==> src/logic/axil_pkg.sv <==
// Shared widths, response codes, FSM states and channel structs, imported by every RTL module.
package axil_pkg;

    // ----------------------------------------------------------------------
    // Widths and target depth.
    // ----------------------------------------------------------------------
    localparam int ADDR_W    = 32;
    localparam int DATA_W    = 32;
    localparam int STRB_W    = DATA_W / 8;
    // Power of two, so the range check is a test of the upper address bits.
    localparam int MEM_WORDS = 256;
    localparam int MEM_IDX_W = $clog2(MEM_WORDS);

    // ----------------------------------------------------------------------
    // Encodings.
    // ----------------------------------------------------------------------
    typedef enum logic [1:0] {
        RESP_OKAY   = 2'b00,
        RESP_EXOKAY = 2'b01,
        RESP_SLVERR = 2'b10,
        RESP_DECERR = 2'b11
    } axil_resp_e;

    typedef enum logic [1:0] {WR_IDLE, WR_SEND, WR_RESP} wr_state_e;
    typedef enum logic [1:0] {RD_IDLE, RD_ADDR, RD_DATA} rd_state_e;

    // ----------------------------------------------------------------------
    // Channel payloads; valid and ready travel beside them.
    // ----------------------------------------------------------------------
    typedef struct packed {logic [ADDR_W-1:0] addr;} axil_aw_t;

    typedef struct packed {
        logic [DATA_W-1:0] data;
        logic [STRB_W-1:0] strb;
    } axil_w_t;

    typedef struct packed {axil_resp_e resp;} axil_b_t;
    typedef struct packed {logic [ADDR_W-1:0] addr;} axil_ar_t;

    typedef struct packed {
        logic [DATA_W-1:0] data;
        axil_resp_e        resp;
    } axil_r_t;

    // Engine completion. Done pulses, fault and data hold until the next one.
    typedef struct packed {
        logic              done;
        logic              fault;
        logic [DATA_W-1:0] data;
    } eng_result_t;

endpackage

==> src/logic/axil_master_write.sv <==
// AXI4-Lite write engine; one start strobe issues a single write and reports its response.
`timescale 1ns/1ps

module axil_master_write
    import axil_pkg::*;
(
    // Clock and reset.
    input  logic              clk,
    input  logic              i_arst_n,

    // User request.
    input  logic              i_start,
    input  logic [ADDR_W-1:0] i_addr,
    input  logic [DATA_W-1:0] i_data,
    input  logic [STRB_W-1:0] i_strb,

    // Write address channel.
    input  logic              i_aw_ready,
    output logic              o_aw_valid,
    output axil_aw_t          o_aw,

    // Write data channel.
    input  logic              i_w_ready,
    output logic              o_w_valid,
    output axil_w_t           o_w,

    // Write response channel.
    input  logic              i_b_valid,
    input  axil_b_t           i_b,
    output logic              o_b_ready,

    // Status.
    output logic              o_busy,
    output eng_result_t       o_result
);
    wr_state_e state;
    logic      aw_pend;
    logic      w_pend;
    logic      aw_hs;
    logic      w_hs;
    logic      b_hs;

    assign aw_hs = aw_pend & i_aw_ready;
    assign w_hs  = w_pend & i_w_ready;
    assign b_hs  = i_b_valid & o_b_ready;

    // Pending flags double as the valids.
    assign o_aw_valid = aw_pend;
    assign o_w_valid  = w_pend;
    assign o_b_ready  = (state == WR_RESP);
    assign o_busy     = (state != WR_IDLE);

    // Request payload, captured on an accepted start.
    always_ff @(posedge clk) begin
        if (state == WR_IDLE && i_start) begin
            o_aw.addr <= i_addr;
            o_w.data  <= i_data;
            o_w.strb  <= i_strb;
        end
    end

    // ----------------------------------------------------------------------
    // Write FSM.
    // ----------------------------------------------------------------------
    always_ff @(posedge clk or negedge i_arst_n) begin
        if (!i_arst_n) begin
            state    <= WR_IDLE;
            aw_pend  <= 1'b0;
            w_pend   <= 1'b0;
            o_result <= '0;
        end else begin
            o_result.done <= 1'b0;
            case (state)
                WR_IDLE: begin
                    if (i_start) begin
                        state   <= WR_SEND;
                        aw_pend <= 1'b1;
                        w_pend  <= 1'b1;
                    end
                end
                WR_SEND: begin
                    // Address and data may be taken in different cycles.
                    if (aw_hs) aw_pend <= 1'b0;
                    if (w_hs) w_pend <= 1'b0;
                    if ((aw_hs || !aw_pend) && (w_hs || !w_pend)) state <= WR_RESP;
                end
                WR_RESP: begin
                    if (b_hs) begin
                        state          <= WR_IDLE;
                        o_result.done  <= 1'b1;
                        o_result.fault <= (i_b.resp != RESP_OKAY);
                    end
                end
                default: state <= WR_IDLE;
            endcase
        end
    end

    // AW valid stays up until the target takes the address.
    a_aw_hold: assert property (@(posedge clk) disable iff (!i_arst_n)
        o_aw_valid && !i_aw_ready |=> o_aw_valid)
        else $error("AW valid dropped before handshake");

endmodule

==> src/logic/axil_master_read.sv <==
// AXI4-Lite read engine; one start strobe issues a single read and returns data and status.
`timescale 1ns/1ps

module axil_master_read
    import axil_pkg::*;
(
    // Clock and reset.
    input  logic              clk,
    input  logic              i_arst_n,

    // User request.
    input  logic              i_start,
    input  logic [ADDR_W-1:0] i_addr,

    // Read address channel.
    input  logic              i_ar_ready,
    output logic              o_ar_valid,
    output axil_ar_t          o_ar,

    // Read data channel.
    input  logic              i_r_valid,
    input  axil_r_t           i_r,
    output logic              o_r_ready,

    // Status.
    output logic              o_busy,
    output eng_result_t       o_result
);
    rd_state_e state;
    logic      ar_hs;
    logic      r_hs;

    assign o_ar_valid = (state == RD_ADDR);
    assign o_r_ready  = (state == RD_DATA);
    assign o_busy     = (state != RD_IDLE);
    assign ar_hs      = o_ar_valid & i_ar_ready;
    assign r_hs       = i_r_valid & o_r_ready;

    // Address captured on an accepted start.
    always_ff @(posedge clk) begin
        if (state == RD_IDLE && i_start) o_ar.addr <= i_addr;
    end

    // ----------------------------------------------------------------------
    // Read FSM.
    // ----------------------------------------------------------------------
    always_ff @(posedge clk or negedge i_arst_n) begin
        if (!i_arst_n) begin
            state    <= RD_IDLE;
            o_result <= '0;
        end else begin
            o_result.done <= 1'b0;
            case (state)
                RD_IDLE: if (i_start) state <= RD_ADDR;
                RD_ADDR: if (ar_hs) state <= RD_DATA;
                RD_DATA: begin
                    if (r_hs) begin
                        state          <= RD_IDLE;
                        o_result.done  <= 1'b1;
                        o_result.fault <= (i_r.resp != RESP_OKAY);
                        o_result.data  <= i_r.data;
                    end
                end
                default: state <= RD_IDLE;
            endcase
        end
    end

    // Address must not move while the target holds it off.
    a_ar_stable: assert property (@(posedge clk) disable iff (!i_arst_n)
        o_ar_valid && !i_ar_ready |=> $stable(o_ar))
        else $error("AR payload changed while waiting, addr %h", o_ar.addr);

endmodule

==> src/logic/axil_master.sv <==
// AXI4-Lite master; runs the write and read engines side by side and merges their status.
`timescale 1ns/1ps

module axil_master
    import axil_pkg::*;
(
    // Clock and reset.
    input  logic              clk,
    input  logic              i_arst_n,

    // User side.
    input  logic              i_start_write,
    input  logic              i_start_read,
    input  logic [ADDR_W-1:0] i_addr,
    input  logic [DATA_W-1:0] i_wdata,
    input  logic [STRB_W-1:0] i_strb,
    output logic [DATA_W-1:0] o_rdata,
    output logic              o_write_fault,
    output logic              o_read_fault,
    output logic              o_done,
    output logic              o_wr_busy,
    output logic              o_rd_busy,

    // Bus side.
    output logic              o_aw_valid,
    input  logic              i_aw_ready,
    output axil_aw_t          o_aw,
    output logic              o_w_valid,
    input  logic              i_w_ready,
    output axil_w_t           o_w,
    input  logic              i_b_valid,
    output logic              o_b_ready,
    input  axil_b_t           i_b,
    output logic              o_ar_valid,
    input  logic              i_ar_ready,
    output axil_ar_t          o_ar,
    input  logic              i_r_valid,
    output logic              o_r_ready,
    input  axil_r_t           i_r
);
    eng_result_t wr_result;
    eng_result_t rd_result;
    logic        start_wr;
    logic        start_rd;
    logic        rd_pend;
    logic        rd_take;

    // Starts to a busy engine are dropped.
    assign start_wr = i_start_write & ~o_wr_busy;
    assign start_rd = i_start_read & ~o_rd_busy;

    // Write wins a tie; the read is taken one cycle later.
    assign rd_take = (rd_result.done & ~wr_result.done) | rd_pend;

    axil_master_write write_i (
        .clk        (clk),
        .i_arst_n   (i_arst_n),
        .i_start    (start_wr),
        .i_addr     (i_addr),
        .i_data     (i_wdata),
        .i_strb     (i_strb),
        .i_aw_ready (i_aw_ready),
        .o_aw_valid (o_aw_valid),
        .o_aw       (o_aw),
        .i_w_ready  (i_w_ready),
        .o_w_valid  (o_w_valid),
        .o_w        (o_w),
        .i_b_valid  (i_b_valid),
        .i_b        (i_b),
        .o_b_ready  (o_b_ready),
        .o_busy     (o_wr_busy),
        .o_result   (wr_result)
    );

    axil_master_read read_i (
        .clk        (clk),
        .i_arst_n   (i_arst_n),
        .i_start    (start_rd),
        .i_addr     (i_addr),
        .i_ar_ready (i_ar_ready),
        .o_ar_valid (o_ar_valid),
        .o_ar       (o_ar),
        .i_r_valid  (i_r_valid),
        .i_r        (i_r),
        .o_r_ready  (o_r_ready),
        .o_busy     (o_rd_busy),
        .o_result   (rd_result)
    );

    // ----------------------------------------------------------------------
    // Status registers.
    // ----------------------------------------------------------------------
    always_ff @(posedge clk or negedge i_arst_n) begin
        if (!i_arst_n) begin
            o_done        <= 1'b0;
            o_write_fault <= 1'b0;
            o_read_fault  <= 1'b0;
            o_rdata       <= '0;
            rd_pend       <= 1'b0;
        end else begin
            o_done  <= wr_result.done | rd_result.done | rd_pend;
            rd_pend <= wr_result.done & rd_result.done;

            // A new start clears old status; a completion in the same cycle wins.
            if (start_wr) o_write_fault <= 1'b0;
            if (wr_result.done) o_write_fault <= wr_result.fault;

            if (start_rd) begin
                o_read_fault <= 1'b0;
                o_rdata      <= '0;
            end
            // Engine holds fault and data, so a deferred read still sees them.
            if (rd_take) begin
                o_read_fault <= rd_result.fault;
                o_rdata      <= rd_result.data;
            end
        end
    end

endmodule

==> config.mk <==
export PLATFORM = sky130hd
export DESIGN_NAME = axil_master
export DESIGN_NICKNAME = d
export VERILOG_FILES = /design/src/logic/axil_pkg.sv /design/src/logic/axil_master_write.sv /design/src/logic/axil_master_read.sv /design/src/logic/axil_master.sv
export SDC_FILE = /design/constraint.sdc
export NUM_CORES = 1
export LEC_CHECK = 0
export BUFFER_PORTS_ARGS = -buffer_cell sky130_fd_sc_hd__buf_2
export CAP_MARGIN = 5
export CORE_ASPECT_RATIO = 0.7
export CORE_UTILIZATION = 53
export CTS_BUF_LIST = sky130_fd_sc_hd__clkbuf_4
export DETAILED_ROUTE_END_ITERATION = 16
export PLACE_DENSITY = 0.86
export SETUP_SLACK_MARGIN = 0.5
export SYNTH_ARGS = -nofsm -noshare
export SYNTH_HDL_FRONTEND = slang
export SYNTH_SLANG_ARGS = --single-unit
==> constraint.sdc <==
create_clock -name clk -period 7.9 [get_ports clk]
set_input_delay 1.58 -clock clk [delete_from_list [all_inputs] [get_ports clk]]
set_output_delay 1.58 -clock clk [all_outputs]
set_load 0.03 [all_outputs]
After elaboration in Yosys (flattened, before gate mapping)
Cells that the tools add are included.
Operators by class
  bitwise operators: 15
  muxes and demuxes: 23
  reduce and logical (&&, ||, !) cells: 22
  eq/ne operators: 12
Operator list (count)
  $mux W34: 2
  $mux W32: 2
  $mux W2: 8
  $reduce_bool A2 Y1: 7
  $pmux W2 S3: 2
  $reduce_and A3 Y1: 4
  $ne A2 B1 Y1 const B: 5
  $and A1 B1 Y1: 9
  $mux W1: 7
  $ne A2 B2 Y1 const B: 3
  $eq A2 B1 Y1 const B: 2
  $eq A2 B2 Y1 const B: 2
  $logic_not A2 Y1: 2
  $pmux W1 S2: 2
  $reduce_and A2 Y1: 2
  $logic_and A1 B1 Y1: 3
  $not A1 Y1: 3
  $or A1 B1 Y1: 3
  $logic_not A1 Y1: 2
  $logic_or A1 B1 Y1: 2
Storage, ports and cells
  logic and storage cells: 90
  flip-flop bits (word level): 178
  bits of input ports: 113

Depth between registers and ports, before layout
Gate-level depths: netlist (run 1).
  depth in word-level cells: 5
  mapped depth: 5

Modules after synthesis
From an unflattened synthesis (run 1), not the netlist that was laid out.
Second synthesis, totals
  cells, all modules: 401
  area total of the unflattened synthesis: 6631.4 µm²
Modules (own cells, without submodules)
  axil_master_write: cells an instance 131, area each 2567.5 µm², instances 1
  axil_master_read: cells an instance 118, area each 2456.1 µm², instances 1
  axil_master: cells an instance 152, area each 1607.8 µm², instances 1

Worst setup path before layout (run 1)
OpenSTA, ideal clock, no wires.
  kind: input-to-reg
  start: in i_start_write
  end: reg o_write_fault
  path slack: 2438 ps
  data arrival time: 5167 ps
  required time: 7605 ps
  cell stages on the path: 3
  buffers on the path: 0
  cells stage by stage: nor2b_1 nor2b_1 o21ai_0
On the way
  word-level cells in the longest chain between the ends: 2
RTL lines
  start, declared: RTL line axil_master.sv:12  | input logic i_start_write,
  $and A1 B1 Y1: RTL line axil_master.sv:49  | assign start_wr = i_start_write & ~o_wr_busy;
  $reduce_bool A2 Y1 (no line)
  end signal, assigned: RTL line axil_master.sv:106  | if (wr_result.done) o_write_fault <= wr_result.fault;
  end, declared: RTL line axil_master.sv:18  | output logic o_write_fault,
No other way between the ends.
A chain may end at the register's enable or synchronous reset.

Worst setup path in the final report (run 1)
  start: reg write_i.state[0]
  end: out o_wr_busy
On the way
  word-level cells in the longest chain between the ends: 1
RTL lines
  start, declared: RTL line axil_master_write.sv:36  | wr_state_e state;
  start signal, assigned: RTL line axil_master_write.sv:67  | state <= WR_IDLE;
  start signal, assigned: RTL line axil_master_write.sv:76  | state <= WR_SEND;
  start signal, assigned: RTL line axil_master_write.sv:85  | if ((aw_hs || !aw_pend) && (w_hs || !w_pend)) state <= WR_RESP;
  $reduce_bool A2 Y1: RTL line axil_master_write.sv:51  | assign o_busy = (state != WR_IDLE);
  end, declared: RTL line axil_master.sv:21  | output logic o_wr_busy,
No other way between the ends.

==> flow_summary.json, run 1 <==
{
  "clk_latency_ps": 550,
  "cts_buffer_depth": 2,
  "dpl.hpwl_mm": 9.02,
  "start_kind": "register",
  "timing.final.crit_share_pct": 39.7,
  "layout.cells.non_filler": 731,
  "ir_drop_mv": 0.262,
  "netlist_area_sq_mm": 0.00599,
  "io_pins": 255,
  "cts_htree_levels": 4,
  "routedWlPerCell_um": 17.4,
  "synth_top_family_by_area": "compound AO/OA/AOI/OAI gates",
  "yosys.area.top_type": "edfxtp_1",
  "drtIter0Drc": 176,
  "grt-ovfl-total": 0,
  "post-synth-top-count-cell": "edfxtp_1",
  "rsz0062_at_grt": "false",
  "die_area_sq_mm": 0.0117,
  "power.density_mw_per_mm2": 362,
  "ys_seq_elements": 178,
  "critical_path_class": "reg2out",
  "place_inst": 699,
  "viasPerCell": 5.07,
  "ys_top_cells_by_count": "edfxtp_1 (100), dfrtp_1 (78), mux2_2 (32)",
  "drc": 0,
  "end_kind": "output pin",
  "synth_compound_gate_area_share_pct": 6.60,
  "core_area_sq_mm": 0.0110,
  "final_antenna_net_count": 0,
  "cts_resized": 0,
  "synth_area_per_cell_sq_um": 20.1,
  "clk_pin_slew_ps": 150,
  "muxShareOfSynthArea_pct": 6.01,
  "drv_slew": 0,
  "cp_cell_sequence": "or2_2 > buf_2",
  "die-height_um": 91.0,
  "setup_viol": 0,
  "timing.fmax_mhz": 319,
  "synthAdderAreaFrac_pct": 0,
  "fin_crit_ps": 3140,
  "grt_max_degree": 79,
  "synth_edf_count": 100,
  "final-seq-area_sq_mm": 0.00495,
  "drive_gt1_share_pct": 61.4,
  "antenna_cells": 0,
  "synthCells": 298,
  "areaGrowthSynthToFinish_pct": 28.3,
  "worst_pin_slew_ps": 950,
  "die_w_um": 129,
  "crit_slowest_cell": "dfrtp_1",
  "postCtsSetupBuffers": 0,
  "power_leakage_uw": 0.00358,
  "yosys.area_share.xor_xnor_pct": 0,
  "yosysUniqueCellTypes": 27,
  "maxCapViolCount": 0,
  "synthSimpleGateAreaFrac_pct": 3.11,
  "fin_setup_tns_ps": 0,
  "synth.net_count": 411,
  "cts-root-buf": "clkbuf_4",
  "cts_buffers": 17,
  "fin_nets": 678,
  "synth_area_leaders": "edfxtp_1 (50%), dfrtp_1 (33%), mux2_2 (6.0%)",
  "hold_viol": 0,
  "netlist.area_leader.share_pct": 50.1,
  "multiInputGateArea_sq_um": 956,
  "fill_cells": 769,
  "grt_pass1_wl_mm": 19.5,
  "synthFlopType": "edfxtp_1",
  "yosysWarnings": 0,
  "critPathRequiredTime_ps": 6320,
  "wl_mm": 12.7,
  "start_util_pct": 54.4,
  "grt_pass1_vias": 3731,
  "io_buffer_count": 254,
  "crit_path_max_incr_delay_ps": 510,
  "holdBufCountCts": 0,
  "drt-pass1-iter-count": 4,
  "hold_class": "reg2reg",
  "relSlewSlack_pct": 36.7,
  "cts_tree": "done",
  "outcome": "completed",
  "vias": 3709,
  "gp_routability_congestion": 0.797,
  "worst_ep_arrival_time_ps": 1560,
  "grt_util_all_layers_pct": 22.9,
  "cts_sinks": 178,
  "grt_antenna_before_repair": 0,
  "yosysSeqAreaShare_pct": 82.7,
  "postSynth.asyncResetShare_pct": 43.8,
  "row_count": 32,
  "crit_fanout": 9,
  "skew_ps": 27.1
}
[path summary, 6_finish.rpt]
path | start | slack, ps | end | depth (start not counted)
worst max-delay path | write_i.state[0] | 4760 | o_wr_busy | 2
worst min-delay path | read_i.o_result[8] | 490 | o_rdata[8] | 1
worst max register to register | write_i.state[1] | 5660 | write_i.o_w[18] | 3
worst min register to register | read_i.o_result[8] | 490 | o_rdata[8] | 1
max in group asynchronous | i_arst_n | 6130 | o_write_fault | 1
min in group asynchronous | i_arst_n | 1140 | read_i.o_result[9] | 1
[flip-flops by register name, summed over array words and instances, names as in the netlist]
register / flops
o_done: 1
o_rdata: 32
o_read_fault: 1
o_write_fault: 1
rd_pend: 1
read_i.o_ar: 32
read_i.o_result: 34
read_i.state: 2
write_i.o_aw: 32
write_i.o_aw_valid: 1
write_i.o_result: 2
write_i.o_w: 36
write_i.o_w_valid: 1
write_i.state: 2
[per-layer routing]
layer / global-route usage, % / up-vias / wire, um
met2: 38.0 / 173 / 6590
met4: 8.04 / 0 / 122
met5: 0 / - / 0
met1: 27.3 / 1862 / 4950
li1: - / 1662 / -
met3: 8.66 / 12 / 1060
[critical path: cells and delay by family (launching register included)]
kind                   cells  cell delay (ps)
buffers and inverters      1              180
DFF                        1              510
and+or+nand+nor            1              330
[placed cells by master, fill, tap and decap left out, types with 2 or more instances in the layout]
master,n
a22o_1,4
a22o_2,30
buf_2,253
buf_4,5
clkbuf_4,18
clkinv_1,3
clkinv_4,2
dfrtp_1,78
edfxtp_1,100
inv_1,6
inv_6,5
mux2_2,32
nand2_1,3
nand2b_1,5
nor2_1,6
nor2b_1,3
nor3b_4,2
o21ai_0,7
or2_2,2
[power by group]
group / switching, uW / total (uW) / internal, uW
Clock: 311 / 476 / 164
Sequential: 131 / 1410 / 1280
Combinational: 597 / 901 / 304
Total: 1040 / 2780 / 1740
[cell type report]
cell class / count / area share (%)
Timing Repair Buffer: 258 / 17.0
Clock buffer: 18 / 1.76
Tap cell: 153 / 2.49
Sequential cell: 178 / 64.4
Inverter: 6 / 0.293
Clock inverter: 14 / 1.64
Multi-Input combinational cell: 104 / 12.4
[kinds of logic after synthesis]
family                 after synthesis
muxes                               32
and+or+nand+nor                     28
buffers and inverters               16
DFF                                178
AOI/OAI and AO/OA                   44
[metrics by stage]
stage	hold WS [ps]	util, %	setup WS [ps]	area, sq um	total power (uW)
2_1_floorplan	450	-	2440	5990	2050
3_3_place_gp	464	67.5	4500	7430	2290
3_5_place_dp	472	67.5	4440	7430	2330
4_1_cts	502	69.8	4710	7690	2810
5_1_grt	528	69.8	4650	7690	2920
6_report	492	69.8	4760	7690	2780
Note: power is estimated with default switching activity, not from simulation.
==> run 2: changes to the inputs <==
- CORE_UTILIZATION: 53 -> 44
- PLACE_DENSITY: 0.86 -> 0.76
- clock period: 7.9 -> 2.8 ns (I/O delays scaled with it)
==> flow_summary.json, run 2 (same netlist as run 1, synthesis figures left out) <==
{
  "fin_crit_ps": 2130,
  "endpoint": "o_wr_busy",
  "gp_routability_congestion": 0.754,
  "cts_buffer_depth": 2,
  "cts_resized": 0,
  "cts_buffers": 17,
  "wl_mm": 12.8,
  "largest_reg_flops": 36,
  "drive_gt1_share_pct": 61.9,
  "power_leakage_uw": 0.00360,
  "die-height_um": 99.6,
  "reg2reg_slack_ps": 1010,
  "cts_htree_levels": 4,
  "relSlewSlack_pct": 35.2,
  "startpoint": "write_i.state[0]",
  "postCtsSetupBuffers": 0,
  "fill_cells": 1084,
  "cts_tree": "done",
  "setup_viol": 0,
  "row_count": 35,
  "io_buffer_count": 254,
  "start_util_pct": 45.3,
  "multiInputGateArea_sq_um": 956,
  "worst_ep_arrival_time_ps": 1570,
  "largestRegisters": "write_i.o_w x36, read_i.o_result x34",
  "grt_max_degree": 79,
  "routedWlPerCell_um": 16.8,
  "drc": 0,
  "path_delay_family": "flip-flops",
  "critical_path_class": "reg2out",
  "clk_pin_slew_ps": 180,
  "end_kind": "output pin",
  "grt-ovfl-total": 0,
  "drv_slew": 0,
  "skew_ps": 22.7,
  "fin_setup_tns_ps": 0,
  "final-seq-area_sq_mm": 0.00495,
  "drt-pass1-iter-count": 4,
  "worst_pin_slew_ps": 971,
  "timing.fmax_mhz": 470,
  "antenna_cells": 0,
  "start_kind": "register",
  "cts_sinks": 178,
  "layout.cells.non_filler": 763,
  "holdBufCountCts": 0,
  "regMostFlops": "write_i.o_w",
  "grt_pass1_vias": 3666,
  "io_pins": 255,
  "ir_drop_mv": 0.624,
  "layout_commonest_cell": "buf_2",
  "rr_worst_depth": 3,
  "cp.depth": 2,
  "core_area_sq_mm": 0.0132,
  "fin_nets": 678,
  "outcome": "completed",
  "critPathRequiredTime_ps": 2240,
  "areaGrowthSynthToFinish_pct": 30.0,
  "path_buf_inv": 1,
  "rsz0062_at_grt": "false",
  "power.density_mw_per_mm2": 1020,
  "grt_antenna_before_repair": 0,
  "hold_viol": 0,
  "hold_class": "in2async",
  "vias": 3647,
  "die_w_um": 141,
  "place_inst": 731,
  "maxCapViolCount": 0,
  "grt_util_all_layers_pct": 18.3,
  "final_cell_mix": "buf_2 (253), edfxtp_1 (100), dfrtp_1 (78)",
  "cts-root-buf": "clkbuf_4",
  "viasPerCell": 4.78,
  "reg2reg_to": "write_i.o_w[5]",
  "cp_cell_sequence": "or2_2 > buf_2",
  "timing.final.crit_share_pct": 76.1,
  "hold_slack_ps": 130,
  "grt_pass1_wl_mm": 19.3,
  "dpl.hpwl_mm": 9.09,
  "drtIter0Drc": 161,
  "crit_slowest_cell": "dfrtp_1",
  "clk_latency_ps": 540,
  "final_antenna_net_count": 0,
  "crit_fanout": 9,
  "die_area_sq_mm": 0.0141,
  "crit_path_max_incr_delay_ps": 520,
  "r2r_start": "write_i.state[1]"
}
-- run 2: where the power goes --
part	internal [uW]	leakage (uW)	total, uW	switching (uW)
combinational	871	0.00151	2560	1690
clock	426	0.000160	1440	1020
sequential	3600	0.00193	3950	356
-- run 2: worst min-delay path by stage --
stage | cells past startpoint | slack (ps) | end
final | 1 | 130 | read_i.o_result[6]
after CTS | 1 | 120 | read_i.o_result[9]
after detailed placement | 2 | 470 | read_i.o_result[32]
after global placement | 2 | 460 | write_i.o_result[32]
after global routing | 1 | 110 | read_i.o_ar[23]
after floorplan | 0 | 260 | o_done
-- run 2: area by class of cell --
| cell class | instances | share of cell area [%] |
|---|---|---|
| clock buffer | 17 | 1.64 |
| tap | 185 | 2.97 |
| clock inverter | 15 | 2.31 |
| sequential | 178 | 63.6 |
| timing repair buffer | 258 | 16.9 |
| multi-input combinational | 104 | 12.3 |
| inverter | 6 | 0.289 |
-- run 2: through the flow --
stage	cell area, sq um	utilization (%)	power, uW	setup WS [ps]
after global placement	7480	56.6	6490	901
after detailed placement	7480	56.6	6600	833
after global routing	7790	58.9	8330	584
final	7790	58.9	7960	671
after CTS	7790	58.9	8040	610
after floorplan	6010	-	5790	541
-- run 2: routing by layer --
layer / up-vias / part of all wire, % / track usage [%]
li1: 1663 / - / -
met1: 1841 / 42 / 23.1
met2: 131 / 51 / 30.8
met3: 12 / 6.1 / 5.15
met4: 0 / 1.1 / 5.96
met5: - / 0 / 0
-- run 2: worst register-to-register path, cell delays in order, from the launching register on --
cell and delay [ps]:
dfrtp_1 480, nor2b_1 230, nor2b_4 380, buf_12 330
